### src/verilog/icache_repl.sv
`timescale 1ns/1ps
////////////////////
// replacement way choice: lowest invalid way, or an LFSR way
// when the set is full, latched the cycle after each lookup
////////////////////
module icache_repl #(
  parameter  int unsigned NumWays  = 4,
  localparam int unsigned WayWidth = $clog2(NumWays)
) (
  input  logic               clk_i,
  input  logic               rst_ni,
  input  logic [NumWays-1:0] valid_i,
  input  logic               capture_i,
  input  logic               advance_i,
  output logic [NumWays-1:0] repl_oh_o
);

  // galois LFSR, x^8 + x^6 + x^5 + x^4 + 1
  localparam int unsigned         LfsrWidth = 8;
  localparam logic [LfsrWidth-1:0] LfsrTaps = 8'hB8;
  localparam logic [LfsrWidth-1:0] LfsrSeed = 8'h5A;

  logic [LfsrWidth-1:0] lfsr_d, lfsr_q;
  logic [WayWidth-1:0]  inv_way, rnd_way, sel_way;
  logic                 all_valid;
  logic                 capture_q;
  logic                 full_d, full_q;
  logic [NumWays-1:0]   repl_oh_d, repl_oh_q;

  // lowest way with a clear valid bit
  always_comb begin
    inv_way = '0;
    for (int i = NumWays - 1; i >= 0; i--) begin
      if (!valid_i[i]) begin
        inv_way = WayWidth'(i);
      end
    end
  end

  assign all_valid = &valid_i;
  assign rnd_way   = lfsr_q[WayWidth-1:0];
  assign sel_way   = all_valid ? rnd_way : inv_way;

  // valid bits of the lookup arrive the cycle after the read
  assign repl_oh_d = capture_q ? (NumWays'(1) << sel_way) : repl_oh_q;
  assign full_d    = capture_q ? all_valid : full_q;

  // step only when a fill replaces a valid line
  assign lfsr_d = (advance_i && full_q) ?
                  ({1'b0, lfsr_q[LfsrWidth-1:1]} ^ (lfsr_q[0] ? LfsrTaps : '0)) : lfsr_q;

  assign repl_oh_o = repl_oh_q;

  always_ff @(posedge clk_i or negedge rst_ni) begin
    if (!rst_ni) begin
      lfsr_q    <= LfsrSeed;
      capture_q <= 1'b0;
      full_q    <= 1'b0;
      repl_oh_q <= '0;
    end else begin
      lfsr_q    <= lfsr_d;
      capture_q <= capture_i;
      full_q    <= full_d;
      repl_oh_q <= repl_oh_d;
    end
  end

endmodule

### config.mk
export PLATFORM = sky130hd
export DESIGN_NAME = icache_repl
export DESIGN_NICKNAME = d
export VERILOG_FILES = /design/src/verilog/icache_repl.sv
export SDC_FILE = /design/constraint.sdc
export NUM_CORES = 1
export LEC_CHECK = 0
export BUFFER_PORTS_ARGS = -buffer_cell sky130_fd_sc_hd__buf_4
export CORE_AREA = 5 5 42 44
export DETAILED_ROUTE_END_ITERATION = 8
export DIE_AREA = 0 0 47 49
export GPL_TIMING_DRIVEN = 0
export PLACE_DENSITY = 0.69
export SETUP_SLACK_MARGIN = 0.1
export SLEW_MARGIN = 20
export SYNTH_ARGS = -nofsm -noshare
export SYNTH_HDL_FRONTEND = slang
export SYNTH_SLANG_ARGS = --single-unit
### constraint.sdc
create_clock -name clk_i -period 1.75 [get_ports clk_i]
set_clock_uncertainty 0.1 [all_clocks]
set_input_delay 0.175 -clock clk_i [delete_from_list [all_inputs] [get_ports clk_i]]
set_output_delay 0.175 -clock clk_i [all_outputs]
set_load 0.02 [all_outputs]
# After elaboration in Yosys (flattened, before gate mapping)
# Cells that the tools add are included.
[word_totals]
reg_bits = 14
inputBits = 8
output_inout_bits = 4
elab_cells = 14
[op_classes]
shift = 1
n_mux = 6
n_bitwise = 1
n_reduce_logical = 2
[op_table]
columns = ["op", "count"]
rows = [
  ["2-bit two-way mux", 5],
  ["8-bit two-way mux", 1],
  ["7-bit by 8-bit bitwise XOR with 8-bit output", 1],
  ["4-bit AND reduction", 1],
  ["1-bit by 2-bit << shifter with 4-bit output, first input constant", 1],
  ["1-bit logical AND", 1],
]

# Logic depth before layout (Yosys ltp)
# Gate-level depths: netlist (run 1).
[depth]
ltp_word = 6
depth_mapped = 4
ltp_nobuf = 3

# Least setup slack after synthesis (run 1)
# No wires, ideal clock.
[synth_path]
path_kind = "reg2reg"
startpoint = "register full_q"
endpoint = "register lfsr_q[0]"
setup_time_ns = 0.125
arrival_time_ns = 0.885
required_time_ns = 1.525
path_slack_ns = 0.640
stages_incl_launch_ff = 4
n_path_buf = 1
period_less_slack_ns = 1.110
cell_sequence = "dfrtp_1 > nand2_1 > buf_6 > mux2_2"
[synth_between]
elab_chain_len = 1
[synth_lines]
columns = ["item", "line_no", "rtl"]
rows = [
  ["start, declared", "27", "logic full_d, full_q;"],
  ["start signal, assigned", "63", "full_q <= full_d;"],
  ["1-bit logical AND", "49", "assign lfsr_d = (advance_i && full_q) ?"],
  ["end signal, assigned", "56", "lfsr_q <= LfsrSeed;"],
  ["end signal, assigned", "61", "lfsr_q <= lfsr_d;"],
  ["end, declared", "23", "logic [LfsrWidth-1:0] lfsr_d, lfsr_q;"],
]
# No other way between the ends.
# A chain may end at the register's enable or synchronous reset.

# Worst setup path in the final report (run 1)
[layout_path]
startpoint = "register full_q"
endpoint = "register lfsr_q[7]"
# Same word-level chain as after synthesis.

==> key figures, run 1 <==
Floorplan
  – Die Y-Extent: 49 um
  – # rows: 14
  – Initial core utilization: 44.02%
  – Core Area: 1401 sq um
  – IO Count: 12
  – Die Span X: 47 um
  – Die Area: 2303 sq um

Final layout
  – Layout cells sized above 1: 44.78%
  – Diodes inserted: 0
  – NumNets Final: 76
  – Finished Layout Cells: 83
  – Synthesis-to-finish area growth: 25.76%
  – Final Core Density: 55.36%

Clocking
  – Htree depth: 1
  – Post_cts resized: 0
  – Max Root-Sink Buffers: 2
  – Clock sink total: 14
  – Setup bufs post-CTS: 0
  – Clock transition at path regs: 80 ps
  – Later-pin clock latency in the skew report: 280 ps
  – Hold_buf cts: 2
  – Number of buffers created by CTS: 3
  – CTS tree: built
  – Root Buffer: clkbuf_4

Yosys
  – Synth Area in XOR/XNOR: 4.260%
  – Synth Area in Compound Gates: 14.81%
  – Post-synth top cells: dfrtp_1, nand2_1, mux2_2
  – Cell variety after synth: 18
  – Synth Area per Inst: 12.34 sq um
  – Mapped cell area: 616.8 sq um
  – Asr flop ratio synth: 100.0%
  – Post-Synth Adder-Cell Area: 0%
  – Post-synthesis cell count: 50
  – Sequential fraction of the synthesis area: 57.61%
  – Biggest area consumer among synthesized cells: dfrtp_1
  – Dominant synthesized flop cell: dfrtp_1
  – Synth Register Bits: 14
  – Area contributors post-synth: dfrtp_1, dfstp_2, mux2_2, o2111ai_2, xnor2_1
  – Top-area cell type share of the netlist area: 40.57%
  – Yosys warnings: 0
  – Most frequent cell after synthesis: dfrtp_1
  – Post-Synth Simple-Gate Area: 6.694%
  – Largest family of logic cells by synthesized area: compound AO/OA/AOI/OAI gates
  – Post-synthesis mux area share: 10.75%
  – Post-synth EDFFs: 0
  – Syn Nets: 58

Pwr
  – Internal Power: 494.5 uW
  – Clock network power share: 35.9%
  – Comb power frac: 11.2%
  – Pwr Density: 823.2 nW/um^2
  – Max VDD drop: 0.4577 mV
  – Switching Share: 22.57%
  – Leak Pwr: 0.0003540 uW
  – Seq pwr share: 52.9%
  – P_sw: 144.1 uW

Detailed routing
  – Starting DRT DRC Count: 7
  – Routed Antenna Nets: 0
  – Top sig layer: met4
  – Via count: 400
  – M1 WL: 444 um
  – Total Wirelength: 1022 um
  – Drt pass-1 iters: 4
  – Residual DRC count: 0
  – Met3 wire length: 35 um
  – WL met2: 532 um
  – Vias per cell: 4.819
  – Wire per inst: 12.31 um

Global routing
  – Total global-route track usage: 10.31%
  – Largest net degree at the start of global routing: 15
  – First-pass GRT wire length: 1731 um
  – Number of global-route vias before repair: 414
  – Grt total ovfl: 0
  – Initial antenna violation count: 0

Worst setup path
  – Worst Path Buf+Inv: 1
  – Crit path required time: 1820 ps
  – Maximum fanout along the worst path: 10
  – Setup CP Type: flip-flop to flip-flop
  – Reg2Reg Depth: 3
  – CP Depth: 3
  – Startpoint types: flip-flop
  – CP Cell Sequence: nand2_1 > buf_6 > mux2_2
  – CP delay by family, top: flip-flops
  – CP Data Arrival Time: 1240 ps
  – Slowest-stage cell, CP: dfrtp_1
  – CP peak stage delay: 390 ps
  – Kind of end point of the critical path: flip-flop

STA
  – RSZ-0062 raised after global routing: false
  – Hold_ws: 87.06 ps
  – Slew headroom: 84.02%
  – Final setup viols: 0
  – Fmax: 853.2 MHz
  – Setup TNS: 0 ps
  – Period utilisation layout: 66.97%
  – Final worst slack: 578.0 ps
  – Max-slew violations: 0
  – Slew @ Worst Pin: 239.7 ps
  – Hold Fails Final Rpt: 0
  – Post-layout min period: 1172 ps

Hold path
  – Hold Path Depth: 3
  – Hold WC Path Type: input pin to flip-flop

Status
  – Outcome: completed

Placement
  – Final HPWL DP: 763.7 um
  – IO buf count: 11
  – Place WS: 587.4 ps
  – Routability cong.: 0.6864
  – Placed cell count: 77

Run
  – Max-cap violation count: 0
## flip-flops by register name, indices dropped and copies added, names as in the netlist
name	flops
lfsr_q	8
full_q	1
repl_oh_o	4
capture_q	1
## through the flow
| step | total power (uW) | area, sq um |
|---|---|---|
| 3_3_place_gp | 410.9 | 719.4 |
| 3_5_place_dp | 413.5 | 719.4 |
| 2_1_floorplan | 374.7 | 616.8 |
| 4_1_cts | 643.6 | 775.7 |
| 6_report | 638.6 | 775.7 |
| 5_1_grt | 670.5 | 775.7 |
## final timing paths
kind                            start           end  slack, ps
max                            full_q     lfsr_q[7]        580
min                        valid_i[0]        full_q         90
max reg2reg                    full_q     lfsr_q[7]        580
min reg2reg                 lfsr_q[3]     lfsr_q[3]        390
max in group asynchronous      rst_ni     lfsr_q[4]       1130
min in group asynchronous      rst_ni  repl_oh_o[2]        180
## logic make-up (layout without fill, tap and decap cells)
group	count (synthesis)	count (layout)
flip-flops	14	14
AO/OA/AOI/OAI	11	11
AND/OR/NAND/NOR	9	9
buffers and inverters	7	24
multiplexers	6	6
XOR/XNOR	3	3
## cell usage in the layout, fill, tap and decap left out
cell type	count
clkbuf_8	1
clkbuf_2	1
mux2i_1	1
clkbuf_4	3
buf_6	1
nand2b_1	2
inv_1	4
nand4_1	1
xnor2_1	3
o22ai_1	2
dlygate4sd3_1	2
dfrtp_1	10
dfstp_2	4
buf_4	11
a21boi_2	1
o2111ai_2	2
mux2_2	5
o21a_1	1
o211a_1	1
nand2_1	6
o21ai_0	4
buf_2	1
## per-layer routing
layer  vias to the layer above  GRT usage [%]
met3                         2          2.214
met2                         7          15.16
met1                       186          14.35
met5                         -              0
met4                         0          4.147
li1                        205              -
## area by class of cell
| class | instances | area, sq um |
|---|---|---|
| fill | 120 | 625.6 |
| sequential | 14 | 355.3 |
| buffer | 3 | 21.27 |
| timing repair buffer | 13 | 102.6 |
| tap | 16 | 20.02 |
| clock buffer | 4 | 36.28 |
| inverter | 4 | 15.01 |
| multi-input combinational | 29 | 225.2 |
## worst min-delay path: stages
cell and delay [ps]:
buf_4 130, nand4_1 60, mux2i_1 60
## power by group through the flow
stage | registers [uW] | logic, uW | clock network, uW
finish | 338 | 71.7 | 229
global route | 339 | 78.6 | 253
CTS | 338 | 73.1 | 233
detailed placement | 344 | 69.6 | 0
global placement | 343 | 67.9 | 0
floorplan | 352 | 22.5 | 0
Note: power is estimated with default switching activity, not from simulation.
==> run 2, diff against run 1 <==
Settings changed: ABC_AREA set to 1.
Clock period 1.75 ns to 1.1 ns, I/O delays scaled along.
==> key figures, run 2 <==
STA
  – Final setup viols: 1 (was 0)
  – Post-layout min period: 1114 ps (was 1172 ps)
  – Slew headroom: 86.12% (was 84.02%)
  – Period utilisation layout: 101.3% (was 66.97%)
  – Final worst slack: -14.04 ps (was 578.0 ps)
  – Hold Fails Final Rpt: 0 (unchanged)
  – Max-slew violations: 0 (unchanged)
  – Slew @ Worst Pin: 208.1 ps (was 239.7 ps)
  – RSZ-0062 raised after global routing: true (was false)
  – Fmax: 897.6 MHz (was 853.2 MHz)

Yosys
  – Mapped cell area: 623.1 sq um (was 616.8 sq um)
  – Asr flop ratio synth: 100.0% (unchanged)
  – Biggest area consumer among synthesized cells: dfrtp_1 (unchanged)
  – Post-synth EDFFs: 0 (unchanged)
  – Post-synth top cells: nand2_1, dfrtp_1, inv_1 (was dfrtp_1, nand2_1, mux2_2)
  – Synth Area per Inst: 8.776 sq um (was 12.34 sq um)
  – Top-area cell type share of the netlist area: 40.16% (was 40.57%)
  – Post-synthesis cell count: 71 (was 50)
  – Most frequent cell after synthesis: nand2_1 (was dfrtp_1)
  – Synth Register Bits: 14 (unchanged)
  – Cell variety after synth: 15 (was 18)
  – Syn Nets: 79 (was 58)
  – Dominant synthesized flop cell: dfrtp_1 (unchanged)
  – Area contributors post-synth: dfrtp_1, dfstp_2, nand2_1, inv_1, xnor2_1 (was dfrtp_1, dfstp_2, mux2_2, o2111ai_2, xnor2_1)
  – Yosys warnings: 0 (unchanged)
  – Sequential fraction of the synthesis area: 57.03% (was 57.61%)

Worst setup path
  – Crit path from: lfsr_q[1] (was full_q)
  – CP peak stage delay: 550 ps (was 390 ps)
  – Kind of end point of the critical path: flip-flop (unchanged)
  – Flop2flop setup slack: -10 ps (was 580 ps)
  – CP most frequent cell: nand2_1
  – Reg2Reg Depth: 7 (was 3)
  – Maximum fanout along the worst path: 2 (was 10)
  – Reg-to-Reg Start: lfsr_q[1] (was full_q)
  – Startpoint types: flip-flop (unchanged)
  – CP Cell Sequence: inv_2 > nand3_2 > nand2_1 > nand2_1 > inv_1 > nand2_1 > nand2_1 (was nand2_1 > buf_6 > mux2_2)
  – Slowest-stage cell, CP: dfstp_2 (was dfrtp_1)
  – Setup CP Type: flip-flop to flip-flop (unchanged)
  – CP Data Arrival Time: 1180 ps (was 1240 ps)
  – Crit path required time: 1170 ps (was 1820 ps)

Placement
  – IO buf count: 11 (unchanged)
  – Final HPWL DP: 839.8 um (was 763.7 um)
  – Placed cell count: 98 (was 77)
  – Routability cong.: 0.7181 (was 0.6864)

Final layout
  – Max reg flops: 8 (unchanged)
  – Most common library cell in the layout ignoring fill and taps: nand2_1 (was buf_4)
  – Fillers: 114 (was 120)
  – Diodes inserted: 0 (unchanged)
  – Synthesis-to-finish area growth: 38.15% (was 25.76%)
  – FF+latch area: 355.3 sq um (unchanged)
  – Biggest register: lfsr_q (unchanged)
  – Multi-input gate area: 245.2 sq um (was 225.2 sq um)
  – Finished Layout Cells: 107 (was 83)
  – NumNets Final: 100 (was 76)
  – Layout cells sized above 1: 37.36% (was 44.78%)
  – Commonest cells after routing, fill and taps aside: nand2_1, dfrtp_1, inv_1, buf_4, buf_6 (was buf_4, dfrtp_1, nand2_1)

Hold path
  – Hold Path Depth: 4 (was 3)
  – Hold Path Origin: advance_i (was valid_i[0])
  – Hold WC Path Type: input pin to flip-flop (unchanged)

Detailed routing
  – Vias per cell: 4.682 (was 4.819)
  – Routed Antenna Nets: 0 (unchanged)
  – Total Wirelength: 1184 um (was 1022 um)
  – Residual DRC count: 0 (unchanged)
  – Via count: 501 (was 400)
  – Drt pass-1 iters: 3 (was 4)
  – Wire per inst: 11.07 um (was 12.31 um)
  – Starting DRT DRC Count: 8 (was 7)

Floorplan
  – Die Y-Extent: 49 um (unchanged)
  – IO Count: 12 (unchanged)
  – # rows: 14 (unchanged)
  – Core Area: 1401 sq um (unchanged)
  – Initial core utilization: 44.46% (was 44.02%)
  – Die Span X: 47 um (unchanged)
  – Die Area: 2303 sq um (unchanged)

Global routing
  – Initial antenna violation count: 0 (unchanged)
  – Total global-route track usage: 12.70% (was 10.31%)
  – Grt total ovfl: 0 (unchanged)
  – First-pass GRT wire length: 2049 um (was 1731 um)
  – Number of global-route vias before repair: 502 (was 414)
  – Largest net degree at the start of global routing: 15 (unchanged)

Clocking
  – Root Buffer: clkbuf_4 (unchanged)
  – Htree depth: 1 (unchanged)
  – Number of buffers created by CTS: 3 (unchanged)
  – Max Root-Sink Buffers: 2 (unchanged)
  – Clock transition at path regs: 80 ps (about the same)
  – Later-pin clock latency in the skew report: 270 ps (was 280 ps)
  – Clock sink total: 14 (unchanged)
  – CTS tree: built (unchanged)

Status
  – Outcome: finished, violations left (was completed)
  – Failing checks: setup timing

Pwr
  – Pwr Density: 1902 nW/um^2 (was 823.2 nW/um^2)
  – Leak Pwr: 0.0004546 uW (was 0.0003540 uW)
  – Total power draw: 1637 uW (was 638.6 uW)
  – Max VDD drop: 0.8700 mV (was 0.4577 mV)

Run
  – Max-cap violation count: 0 (unchanged)
## run 2: cell count changes in the layout (fill, tap and decap cells not counted), sizes merged, moves of 2 or more
cell,before,now
o2111ai,2,0
nor2,0,5
buf,13,16
inv,4,10
a21oi,0,2
o22ai,2,0
nand2,6,25
mux2,5,0
o21bai,0,2
nand3,0,2
o21ai,4,6
nand2b,2,0
## run 2: through the flow
stage | cell area, sq um | setup slack (ps) | util [%] | setup TNS (ps) | hold WS (ps)
finish | 860.8 | -14.04 | 61.43 | -14.04 | 28.88
global route | 860.8 | -82.68 | 61.43 | -188.1 | 35.79
CTS | 809.5 | -13.14 | 57.77 | -13.14 | 36.43
detailed placement | 730.7 | -12.84 | 52.14 | -12.84 | -132.8
global placement | 730.7 | 5.963 | 52.14 | 0 | -135.2
floorplan | 628.1 | 53.88 | - | 0 | -285.6
## run 2: path summary, 6_finish.rpt
check                                     to
max in group asynchronous          lfsr_q[6]
min in group asynchronous          lfsr_q[0]
worst max register to register  repl_oh_o[1]
worst min register to register     lfsr_q[1]
worst min-delay path               lfsr_q[6]
worst max-delay path            repl_oh_o[1]
## run 2: report_power, final
part           switching [uW]  total, uW  internal, uW  leakage [uW]
Clock                     159        360           201     0.0000210
Sequential               91.4        791           700      0.000168
Combinational             228        486           258      0.000266
## run 2: timing repair
item / in CTS / in global routing
hold endpoints to repair: 15 / 0
buffers inserted: 1 / 2
resized for setup: 5 / 12
hold buffers: 2 / 0
endpoints found under the setup margin: 9 / 16
pin swaps: 2 / 4
cloned: 0 / 1
## run 2: layer usage
| metal | global-route usage [%] | share of wire [%] |
|---|---|---|
| met1 | 15.10 | 45 |
| met3 | 4.428 | 4.3 |
| met4 | 6.912 | 1.4 |
| met2 | 19.23 | 49 |
| met5 | 0 | 0 |
## run 2: cell families after synthesis
logic type	after synthesis	synth area share (%)
simple gates	32	20.88
flops	14	57.03
buf+inv	12	9.037
compound gates	10	8.833
xor+xnor	3	4.218
## run 2: layout make-up
type,instances,share of cell area [%]
Sequential cell,14,41.28
Multi-Input combinational cell,45,28.49
Timing Repair Buffer,16,16.72
Inverter,10,4.360
Clock buffer,4,4.215
Buffer,2,2.616
Tap cell,16,2.326
## run 2: critical path: cells and delay by family, from the launching register on
kind,cells,cell delay [ps]
flip-flops,1,550
AND/OR/NAND/NOR,5,300
buffers and inverters,2,80
