File: src/verilog/icache_pkg.sv
////////////////////
// shared widths and types of the instruction cache
// imported by every cache module and by the testbench
////////////////////
package icache_pkg;

  ////////////////////
  // widths

  // physical address seen by the fetch unit
  localparam int unsigned PAddrWidth  = 32;
  // one fetched instruction word
  localparam int unsigned FetchWidth  = 32;
  // one cache line, also the refill return width
  localparam int unsigned LineWidth   = 128;
  // byte offset bits inside a line
  localparam int unsigned OffsetWidth = 4;

  ////////////////////
  // memory return port

  // return type, fill data or invalidation
  typedef enum logic {
    ICACHE_IFILL_ACK = 1'b0,
    ICACHE_INV_REQ   = 1'b1
  } icache_rtype_e;

  // invalidation command, padded up to a full line
  typedef struct packed {
    logic                              all;
    logic                              vld;
    logic [PAddrWidth-1:0]             idx;
    logic [LineWidth-PAddrWidth-3:0]   pad;
  } icache_inv_t;

  // same return word, read as a line or as an invalidation
  typedef union packed {
    logic [LineWidth-1:0] data;
    icache_inv_t          inv;
  } icache_rtrn_payload_u;

  typedef struct packed {
    icache_rtype_e        rtype;
    icache_rtrn_payload_u payload;
  } icache_rtrn_t;

  ////////////////////
  // fetch and refill requests

  typedef struct packed {
    logic                  req;
    logic [PAddrWidth-1:0] paddr;
  } icache_fetch_req_t;

  typedef struct packed {
    logic                  valid;
    logic [FetchWidth-1:0] data;
    logic [PAddrWidth-1:0] paddr;
  } icache_fetch_rsp_t;

  // nc requests carry a word address, cacheable ones a line address
  typedef struct packed {
    logic [PAddrWidth-1:0] paddr;
    logic                  nc;
  } icache_mem_req_t;

endpackage

File: src/verilog/icache_ctrl.sv
`timescale 1ns/1ps
////////////////////
// instruction cache controller: fetch FSM, refill requests,
// flush sequencing and valid-bit addressing of the arrays
////////////////////
module icache_ctrl import icache_pkg::*; #(
  parameter  int unsigned NumWays      = 4,
  parameter  int unsigned NumSets      = 64,
  localparam int unsigned IdxWidth     = $clog2(NumSets),
  localparam int unsigned TagWidth     = PAddrWidth - OffsetWidth - IdxWidth,
  localparam int unsigned WordOffWidth = OffsetWidth - 2
) (
  input  logic                    clk_i,
  input  logic                    rst_ni,
  input  logic                    flush_i,
  input  logic                    en_i,
  input  icache_fetch_req_t       fetch_req_i,
  output logic                    ready_o,
  output icache_fetch_rsp_t       fetch_rsp_o,
  output logic                    miss_o,
  output logic                    mem_req_o,
  output icache_mem_req_t         mem_req_data_o,
  input  logic                    mem_ack_i,
  input  logic                    mem_rtrn_vld_i,
  input  icache_rtrn_t            mem_rtrn_i,
  input  logic [NumWays-1:0]      hit_i,
  input  logic [FetchWidth-1:0]   hit_word_i,
  output logic                    arr_rd_o,
  output logic                    arr_wr_o,
  output logic                    vld_we_o,
  output logic                    vld_wbit_o,
  output logic [NumWays-1:0]      vld_ways_o,
  output logic [IdxWidth-1:0]     arr_idx_o,
  output logic [IdxWidth-1:0]     vld_idx_o,
  output logic [TagWidth-1:0]     tag_o,
  output logic [WordOffWidth-1:0] offset_o,
  input  logic [NumWays-1:0]      repl_oh_i
);

  typedef enum logic [1:0] {FLUSH, IDLE, READ, MISS} state_e;

  state_e                state_d, state_q;
  logic [PAddrWidth-1:0] paddr_q;
  logic                  nc_d, nc_q;
  logic                  en_d, en_q;
  logic                  flush_d, flush_q;
  logic                  inv_q;
  logic                  mreq_q;
  logic [IdxWidth-1:0]   flush_cnt_d, flush_cnt_q;
  logic                  flush_en, flush_done;
  logic                  inv_en, inv_all, fill_en;
  logic                  flush_req, flush_pend;
  logic                  accept, hit_ok, rsp_valid;
  logic [FetchWidth-1:0] rtrn_word;
  icache_inv_t           inv;

  ////////////////////
  // return port decode

  assign inv       = mem_rtrn_i.payload.inv;
  assign inv_en    = mem_rtrn_vld_i & (mem_rtrn_i.rtype == ICACHE_INV_REQ);
  assign fill_en   = mem_rtrn_vld_i & (mem_rtrn_i.rtype == ICACHE_IFILL_ACK);
  // invalidate-all is handled by a full flush
  assign inv_all   = inv_en & inv.all;
  assign rtrn_word = mem_rtrn_i.payload.data[offset_o*FetchWidth +: FetchWidth];

  // pending flush, or the cache being switched back on
  assign flush_req  = flush_q | flush_i | inv_all;
  assign flush_pend = flush_req | (en_i & ~en_q);

  // only a cacheable lookup may hit
  assign hit_ok = (|hit_i) & ~nc_q;
  assign accept = ready_o & fetch_req_i.req;

  ////////////////////
  // main FSM

  always_comb begin
    state_d   = state_q;
    // disabling is immediate, enabling goes through a flush
    en_d      = en_q & en_i;
    flush_d   = flush_req;
    flush_en  = 1'b0;
    arr_rd_o  = 1'b0;
    arr_wr_o  = 1'b0;
    ready_o   = 1'b0;
    rsp_valid = 1'b0;
    mem_req_o = 1'b0;
    miss_o    = 1'b0;
    unique case (state_q)
      // clear one set per cycle
      FLUSH: begin
        flush_en = 1'b1;
        if (flush_done) begin
          state_d = IDLE;
          flush_d = flush_i | inv_all;
          en_d    = en_i;
        end
      end
      IDLE: begin
        if (flush_pend) begin
          state_d = FLUSH;
        end else if (!mem_rtrn_vld_i) begin
          ready_o = 1'b1;
          if (fetch_req_i.req) begin
            arr_rd_o = 1'b1;
            state_d  = READ;
          end
        end
      end
      // tag compare, nc and disabled accesses reuse the miss path
      READ: begin
        if (mreq_q) begin
          // request already raised, hold it until acked
          mem_req_o = 1'b1;
          if (mem_ack_i) begin
            miss_o  = ~nc_q;
            state_d = MISS;
          end
        end else if (inv_en || inv_q) begin
          // valid bits changed under the lookup, read again
          arr_rd_o = 1'b1;
        end else if (hit_ok) begin
          rsp_valid = 1'b1;
          state_d   = IDLE;
          if (flush_pend) begin
            state_d = FLUSH;
          end else if (!mem_rtrn_vld_i) begin
            ready_o = 1'b1;
            if (fetch_req_i.req) begin
              arr_rd_o = 1'b1;
              state_d  = READ;
            end
          end
        end else begin
          mem_req_o = 1'b1;
          if (mem_ack_i) begin
            miss_o  = ~nc_q;
            state_d = MISS;
          end
        end
      end
      // wait for the line, nc data is only forwarded
      MISS: begin
        if (fill_en) begin
          rsp_valid = 1'b1;
          arr_wr_o  = ~nc_q;
          state_d   = flush_pend ? FLUSH : IDLE;
        end
      end
      default: begin
        state_d = FLUSH;
      end
    endcase
  end

  ////////////////////
  // flush counter and valid-bit addressing

  assign flush_done  = (flush_cnt_q == IdxWidth'(NumSets - 1));
  assign flush_cnt_d = flush_done ? '0 : flush_en ? flush_cnt_q + 1'b1 : flush_cnt_q;

  // flush before invalidation before lookup index
  assign vld_we_o   = flush_en | inv_en | arr_wr_o;
  assign vld_wbit_o = arr_wr_o;
  assign vld_idx_o  = flush_en ? flush_cnt_q :
                      inv_en   ? inv.idx[OffsetWidth +: IdxWidth] :
                                 paddr_q[OffsetWidth +: IdxWidth];
  assign vld_ways_o = flush_en ? '1 :
                      inv_en   ? {NumWays{inv.all | inv.vld}} :
                                 repl_oh_i;

  // new request index goes straight to the arrays
  assign arr_idx_o = accept ? fetch_req_i.paddr[OffsetWidth +: IdxWidth] :
                              paddr_q[OffsetWidth +: IdxWidth];
  assign tag_o     = paddr_q[PAddrWidth-1 -: TagWidth];
  assign offset_o  = paddr_q[2 +: WordOffWidth];

  // top address bit or a disabled cache means nc
  assign nc_d = accept ? (~en_q | fetch_req_i.paddr[PAddrWidth-1]) : nc_q;

  ////////////////////
  // interface outputs

  assign fetch_rsp_o.valid    = rsp_valid;
  assign fetch_rsp_o.data     = (state_q == MISS) ? rtrn_word : hit_word_i;
  assign fetch_rsp_o.paddr    = paddr_q;
  assign mem_req_data_o.nc    = nc_q;
  assign mem_req_data_o.paddr = nc_q ? {paddr_q[PAddrWidth-1:2], 2'b00} :
                                       {paddr_q[PAddrWidth-1:OffsetWidth], {OffsetWidth{1'b0}}};

  always_ff @(posedge clk_i or negedge rst_ni) begin
    if (!rst_ni) begin
      state_q     <= FLUSH;
      nc_q        <= 1'b0;
      en_q        <= 1'b0;
      flush_q     <= 1'b0;
      inv_q       <= 1'b0;
      mreq_q      <= 1'b0;
      flush_cnt_q <= '0;
    end else begin
      state_q     <= state_d;
      nc_q        <= nc_d;
      en_q        <= en_d;
      flush_q     <= flush_d;
      inv_q       <= inv_en;
      mreq_q      <= mem_req_o & ~mem_ack_i;
      flush_cnt_q <= flush_cnt_d;
    end
  end

  // request address
  always_ff @(posedge clk_i) begin
    if (accept) begin
      paddr_q <= fetch_req_i.paddr;
    end
  end

endmodule

File: config.mk
export PLATFORM = sky130hd
export DESIGN_NAME = icache_ctrl
export DESIGN_NICKNAME = d
export VERILOG_FILES = /design/src/verilog/icache_pkg.sv /design/src/verilog/icache_ctrl.sv
export SDC_FILE = /design/constraint.sdc
export NUM_CORES = 1
export LEC_CHECK = 0
export BUFFER_PORTS_ARGS = -buffer_cell sky130_fd_sc_hd__buf_4
export CORE_AREA = 2 2 136 138
export DETAILED_ROUTE_END_ITERATION = 8
export DIE_AREA = 0 0 138 140
export GPL_ROUTABILITY_DRIVEN = 1
export SLEW_MARGIN = 10
export SYNTH_ARGS = -nofsm -noshare
export SYNTH_HDL_FRONTEND = slang
export SYNTH_SLANG_ARGS = --single-unit
File: constraint.sdc
create_clock -name clk_i -period 2.35 [get_ports clk_i]
set_input_delay 0.3525 -clock clk_i [delete_from_list [all_inputs] [get_ports clk_i]]
set_output_delay 0.3525 -clock clk_i [all_outputs]
set_load 0.005 [all_outputs]
Word-level counts from Yosys, hierarchy flattened
Cells that the tools add are included.

storage, ports and cells
  register bits = 45
  latch bits = 0
  bits in writable memories = 0
  memory bits (read-only) = 0
  input port bits = 208
  output and inout port bits = 145
  word-level logic and storage cells = 101
  memories = 0

cells by class
  add/subtract/negate cells = 1
  $mul = 0
  divide/modulo/power cells = 0
  magnitude comparators = 0
  eq/ne operators = 9
  shift-type cells = 1
  mux-type cells = 57
  bitwise operators = 20
  reduce and logical (&&, ||, !) cells = 5

operators with widths
  cell                                                             number
  128-bit by 8-bit variable part select with 32-bit output         1
  1-bit 2-to-1 mux                                                 32
  32-bit 2-to-1 mux                                                1
  6-bit 2-to-1 mux                                                 5
  2-bit 2-to-1 mux                                                 12
  4-bit 2-to-1 mux                                                 3
  3-bit inequality test, second input constant                     3
  1-bit AND                                                        8
  1-bit bitwise OR                                                 8
  2-bit case mux with 4 select lines                               1
  6-bit by 1-bit adder with 6-bit output, second input constant    1
  6-bit == test, second input constant                             1
  1-bit case mux with 2 select lines                               3
  5-bit AND reduction                                              1
  2-bit == test, second input constant                             2
  2-bit inequality test, second input constant                     2
  1-bit NOT                                                        4
  4-bit OR reduction                                               1
  2-bit by 1-bit == test with 1-bit output, second input constant  1
  2-bit zero test                                                  1
  2-bit nonzero test                                               1
  1-bit logical OR                                                 1

Depth between registers and ports, before layout
  depth in word-level cells = 11
  mapped depth = 7
  depth with buffers taken out = 7

Worst setup path after synthesis
OpenSTA, ideal clock, no wires.

  path type = register -> register
  start point = register state_q[0]
  end point = register paddr_q[0], enable pin
  setup time = 387 ps
  arrival = 2200 ps
  setup slack = -236 ps
  cell stages (with the launch flop) = 8
  buffers on the path = 0
  clock period less this slack = 2586 ps
  cells stage by stage = dfrtp_1 > inv_1 > ha_1 > nor3b_1 > a31oi_1 > and4bb_4 > nand2_4 > inv_1

on the way
  cells in the longest elaborated chain, start to end = 3

ends and longest elaborated chain
  element                                                                           line                RTL
  from (decl)                                                                       icache_ctrl.sv:42   state_e state_d, state_q;
  from (signal assigned)                                                            icache_ctrl.sv:202  state_q <= state_d;
  2-bit == test / 2-bit by 1-bit == test with 1-bit output (equally long branches)  icache_ctrl.sv:90   unique case (state_q)
  1-bit case mux with 2 select lines (*)                                            icache_ctrl.sv:90
  named net ready_o                                                                 icache_ctrl.sv:18   output logic ready_o,
  1-bit AND (*)                                                                     icache_ctrl.sv:73   assign accept = ready_o & fetch_req_i.req;
  named net accept                                                                  icache_ctrl.sv:53   logic accept, hit_ok, rsp_valid;
  to (signal assigned)                                                              icache_ctrl.sv:215  paddr_q <= fetch_req_i.paddr;
  to (decl)                                                                         icache_ctrl.sv:43   logic [PAddrWidth-1:0] paddr_q;

Mark *: on every way through the listed nets, which the timed path passes. The rest lies on a longest branch.
A chain may end at the register's enable or synchronous reset.

Worst setup path after layout
  start point = register state_q[0]
  end point = output arr_idx_o[5]

on the way
  cells in the longest elaborated chain, start to end = 4

ends and longest elaborated chain
  element                                                                           line                RTL
  2-bit == test / 2-bit by 1-bit == test with 1-bit output (equally long branches)  icache_ctrl.sv:90
  1-bit case mux with 2 select lines (*)                                            icache_ctrl.sv:90
  1-bit AND (*)                                                                     icache_ctrl.sv:73
  6-bit 2-to-1 mux (*)                                                              icache_ctrl.sv:174  assign arr_idx_o = accept ? fetch_req_i.paddr[OffsetWidth +: IdxWidth] :
  to (decl)                                                                         icache_ctrl.sv:33   output logic [IdxWidth-1:0] arr_idx_o,

Every way passes the cells marked *; elsewhere a longest branch is shown, timed or not.

==> impl_results.md <==
- Switching Share: 0.216
- Type of destination of the critical path: primary output
- Sequential fraction of the synthesis area: 0.346
- DIE WIDTH: 138 um
- Remaining number of nets flagged by the antenna check after routing: 0
- Number of endpoints failing setup at the final stage: 10
- Maximum ir drop on the vdd rail: 372 uV
- Length of the first detailed-routing pass in iterations: 4
- Hold WS: 0.229 ns
- Most common flop cell mapped by yosys: sky130_fd_sc_hd__edfxtp_1
- Area of the core region: 17,800 um2
- Transition time at the pin with the least slew margin: 0.546 ns
- Combinational fraction of design power: 0.217
- EDFF count, synth: 32
- Async SR Flop Fraction: 0.289
- Critical Path Slowest Stage Cell: sky130_fd_sc_hd__dfrtp_1
- Count of distinct cell types in the synthesized netlist: 51
- Launching element type of the critical path: flop
- Total leakage power: 3.21 nW
- Combined buffer and inverter count along the critical path: 2
- Ratio of final minimum period to clock period: 1.03
- Row cnt: 49
- Dominant cell type by area after synthesis: sky130_fd_sc_hd__edfxtp_1
- Fin nets: 829
- Initial antenna violation count: 0
- Final number of max-transition violations: 0
- Netlist area before placement: 3720 um2
- Vertical die dimension: 140 um
- Antenna Diode Count: 0
- Final Instance Area: 6850 um2
- Critical-path maximum fanout: 7
- Violated checks: negative setup slack
- GRT Total Usage: 0.161
- CTS max path bufs: 2
- Number of instances in the synthesized netlist: 300
- Standard cell area after detailed placement: 6360 um2
- Level count of the clock H-tree: 2
- Sequential Power Share: 0.393
- Final-layout fill cell count: 1,758
- RePlAce Congestion: 0.912
- HPWL Detailed: 14,100 um
- Period minus WS final: 2.43 ns
- Setup repair after global routing missed its margin: true
- Per-cell via count in the routed design: 4.49
- Post-detailed-route DRC marker count: 0
- Worst rel slew slack: 0.636
- Num Clock Sinks: 45
- Wire length per cell: 20.8 um
- Share of final-layout standard cells stronger than drive strength 1: 0.778
- Maximum clock skew at final layout: 0.0119 ns
- Iteration-0 DRC Markers: 129
- Area contributors post-synth: sky130_fd_sc_hd__edfxtp_1 (26%), sky130_fd_sc_hd__mux4_2 (19%), sky130_fd_sc_hd__buf_4 (12%)
- Number of violations of the max-capacitance limit: 0
- Largest stage delay on the critical path: 0.38 ns
- Worst-Skew Late Latency: 0.30 ns
- Least setup slack across all paths after layout: -0.0782 ns
- Category of the critical setup timing path: flop to primary output
- Synthesized area divided by synthesized cell count: 12.4 um2
- Gr ovfl total: 0
- Clk Tree Root Cell: sky130_fd_sc_hd__clkbuf_16
- Clk pwr share: 0.390
- Clock input transition at the sequential cells of the worst setup and hold paths: 0.07 ns
- Top-area cell type share of the netlist area: 0.258
- Full die area: 19,300 um2
- Area taken by multi-input logic gates: 2030 um2
- Effective utilization at floorplan: 0.209
- Required @ worst endpoint: 2.00 ns
- CP top delay family: simple AND/OR/NAND/NOR gates
- Wire length of the first global-routing pass: 24,300 um
- Count of endpoints failing hold in the final timing report: 0
- CTS tree: yes
- Overall power: 2.17 mW
- Number of storage elements in the synthesis netlist: 45
- Number of warnings printed during yosys synthesis: 0
- Peak Freq: 0.412 GHz
- Path type of the worst min-delay path: input pin to flop
- Total internal power: 1.70 mW
- CP cell instances: inv_2, ha_4, nor3b_4, a31oi_1, and4bb_4, nand2_8, mux2_4, buf_6
- Vias after detailed routing: 3,801
- Most numerous cell types in the synthesized netlist: sky130_fd_sc_hd__buf_4 (57), sky130_fd_sc_hd__edfxtp_1 (32), sky130_fd_sc_hd__mux2_2 (32), sky130_fd_sc_hd__mux4_2 (32)
- Sw Pwr: 0.468 mW
- Vias in the first global route: 3,906
- Syn-to-layout area delta: 84.1%
- Total routed wirelength: 17,600 um
- Outcome: finished, violations left
- Top-level port count: 353
- Worst path arrival time: 2.08 ns
- Most common cell in the netlist: sky130_fd_sc_hd__buf_4
- CTS buffer count: 5
- Pin count of the biggest net entering global routing: 36
- Register cell area after layout: 1290 um2
- # port buffers: 350
- Power density relative to cell area: 317 nW/um2
[registers in the layout, indices dropped and copies added, names as in the netlist]
| name | flops |
|---|---|
| inv_q | 1 |
| nc_q | 1 |
| en_q | 1 |
| state_q | 2 |
| flush_cnt_q | 6 |
| paddr_q | 32 |
| mreq_q | 1 |
| flush_q | 1 |
[repair_timing]
item,4_1_cts,5_1_grt
gates resized for setup,16,33
pin swaps,4,1
setup buffers,1,4
gates cloned,0,4
endpoints found under the setup margin,11,13
hold buffers,1,0
hold endpoints to repair,13,0
[logic make-up (layout without fill, tap and decap cells)]
family / count (synthesis) / count (layout) / share of synthesized area
other: 1 / 2 / 0.00101
AO/OA/AOI/OAI: 37 / 37 / 0.0740
AND/OR/NAND/NOR: 50 / 50 / 0.0764
flip-flops: 45 / 45 / 0.346
buffers and inverters: 82 / 398 / 0.144
adder cells (fa/ha/maj): 5 / 5 / 0.0168
XOR/XNOR: 3 / 3 / 0.00706
multiplexers: 77 / 77 / 0.335
[power groups by stage]
stage                     Combinational (mW)  Sequential (mW)  Clock, mW
final                                  0.471            0.853      0.846
after global routing                   0.499            0.853      0.897
after CTS                              0.456            0.853      0.868
after detailed placement               0.453            0.870          0
after global placement                 0.445            0.870          0
after floorplan                        0.104            0.870          0
[final timing paths]
| path | cells after the start | to | startpoint | slack, ns |
|---|---|---|---|---|
| worst max-delay path | 8 | arr_idx_o[5] | state_q[0]$_DFFE_PN0P_ | -0.08 |
| worst min-delay path | 1 | paddr_q[30]$_DFFE_PP_ | fetch_req_i[30] | 0.23 |
| worst max register to register | 9 | paddr_q[20]$_DFFE_PP_ | state_q[0]$_DFFE_PN0P_ | 0.24 |
| worst min register to register | 1 | flush_cnt_q[2]$_DFFE_PN0P_ | flush_cnt_q[2]$_DFFE_PN0P_ | 0.55 |
| max in group asynchronous | 2 | state_q[0]$_DFFE_PN0P_ | rst_ni | 1.72 |
| min in group asynchronous | 2 | flush_cnt_q[3]$_DFFE_PN0P_ | rst_ni | 0.46 |
[metal layers]
| metal | vias up | wire length [um] | GRT usage |
|---|---|---|---|
| li1 | 1713 | - | - |
| met1 | 1890 | 7050 | 0.199 |
| met2 | 176 | 9270 | 0.287 |
| met3 | 22 | 871 | 0.0297 |
| met4 | 0 | 391 | 0.0478 |
| met5 | - | 0 | 0 |
[final cells by class]
class                      count  area share
clock buffer                   5      0.0183
clock inverter                 3     0.00731
tap                          229      0.0418
sequential                    45       0.188
inverter                       7     0.00475
timing repair buffer         383       0.444
multi-input combinational    174       0.296
[placed cells by master, fill, tap and decap left out, types with 5 or more instances in the layout]
cell,Yosys,layout
sky130_fd_sc_hd__nor2_1,10,10
sky130_fd_sc_hd__dfrtp_1,13,13
sky130_fd_sc_hd__and3_1,5,5
sky130_fd_sc_hd__o21ai_0,9,9
sky130_fd_sc_hd__nand2_1,9,8
sky130_fd_sc_hd__edfxtp_1,32,32
sky130_fd_sc_hd__a21oi_1,5,5
sky130_fd_sc_hd__mux2_4,7,19
sky130_fd_sc_hd__buf_4,57,355
sky130_fd_sc_hd__mux4_2,32,32
sky130_fd_sc_hd__mux2i_1,6,6
sky130_fd_sc_hd__mux2_2,32,20
sky130_fd_sc_hd__buf_6,1,21
sky130_fd_sc_hd__clkbuf_16,0,7
[worst reg2reg max path, cell delays in order, from the launching register on]
cell and delay [ns]:
sky130_fd_sc_hd__dfrtp_1 0.38, sky130_fd_sc_hd__inv_2 0.08, sky130_fd_sc_hd__ha_4 0.13, sky130_fd_sc_hd__nor3b_4 0.19
sky130_fd_sc_hd__a31oi_1 0.09, sky130_fd_sc_hd__and4bb_4 0.35, sky130_fd_sc_hd__nand2_8 0.11, sky130_fd_sc_hd__buf_4 0.18
sky130_fd_sc_hd__clkinvlp_4 0.09, sky130_fd_sc_hd__buf_12 0.19
[through the flow]
stage                     TNS (ns)  worst slack [ns]  instances  utilization
final                       -0.527           -0.0782        846        0.385
after global routing         -1.74            -0.122        846        0.385
after CTS                   -0.521           -0.0917        838        0.373
after detailed placement    -0.964            -0.168        828        0.358
after global placement      -0.826            -0.139        828        0.358
after floorplan                  0            0.0203        301            -
No activity file was read; power rests on OpenSTA's default activity.
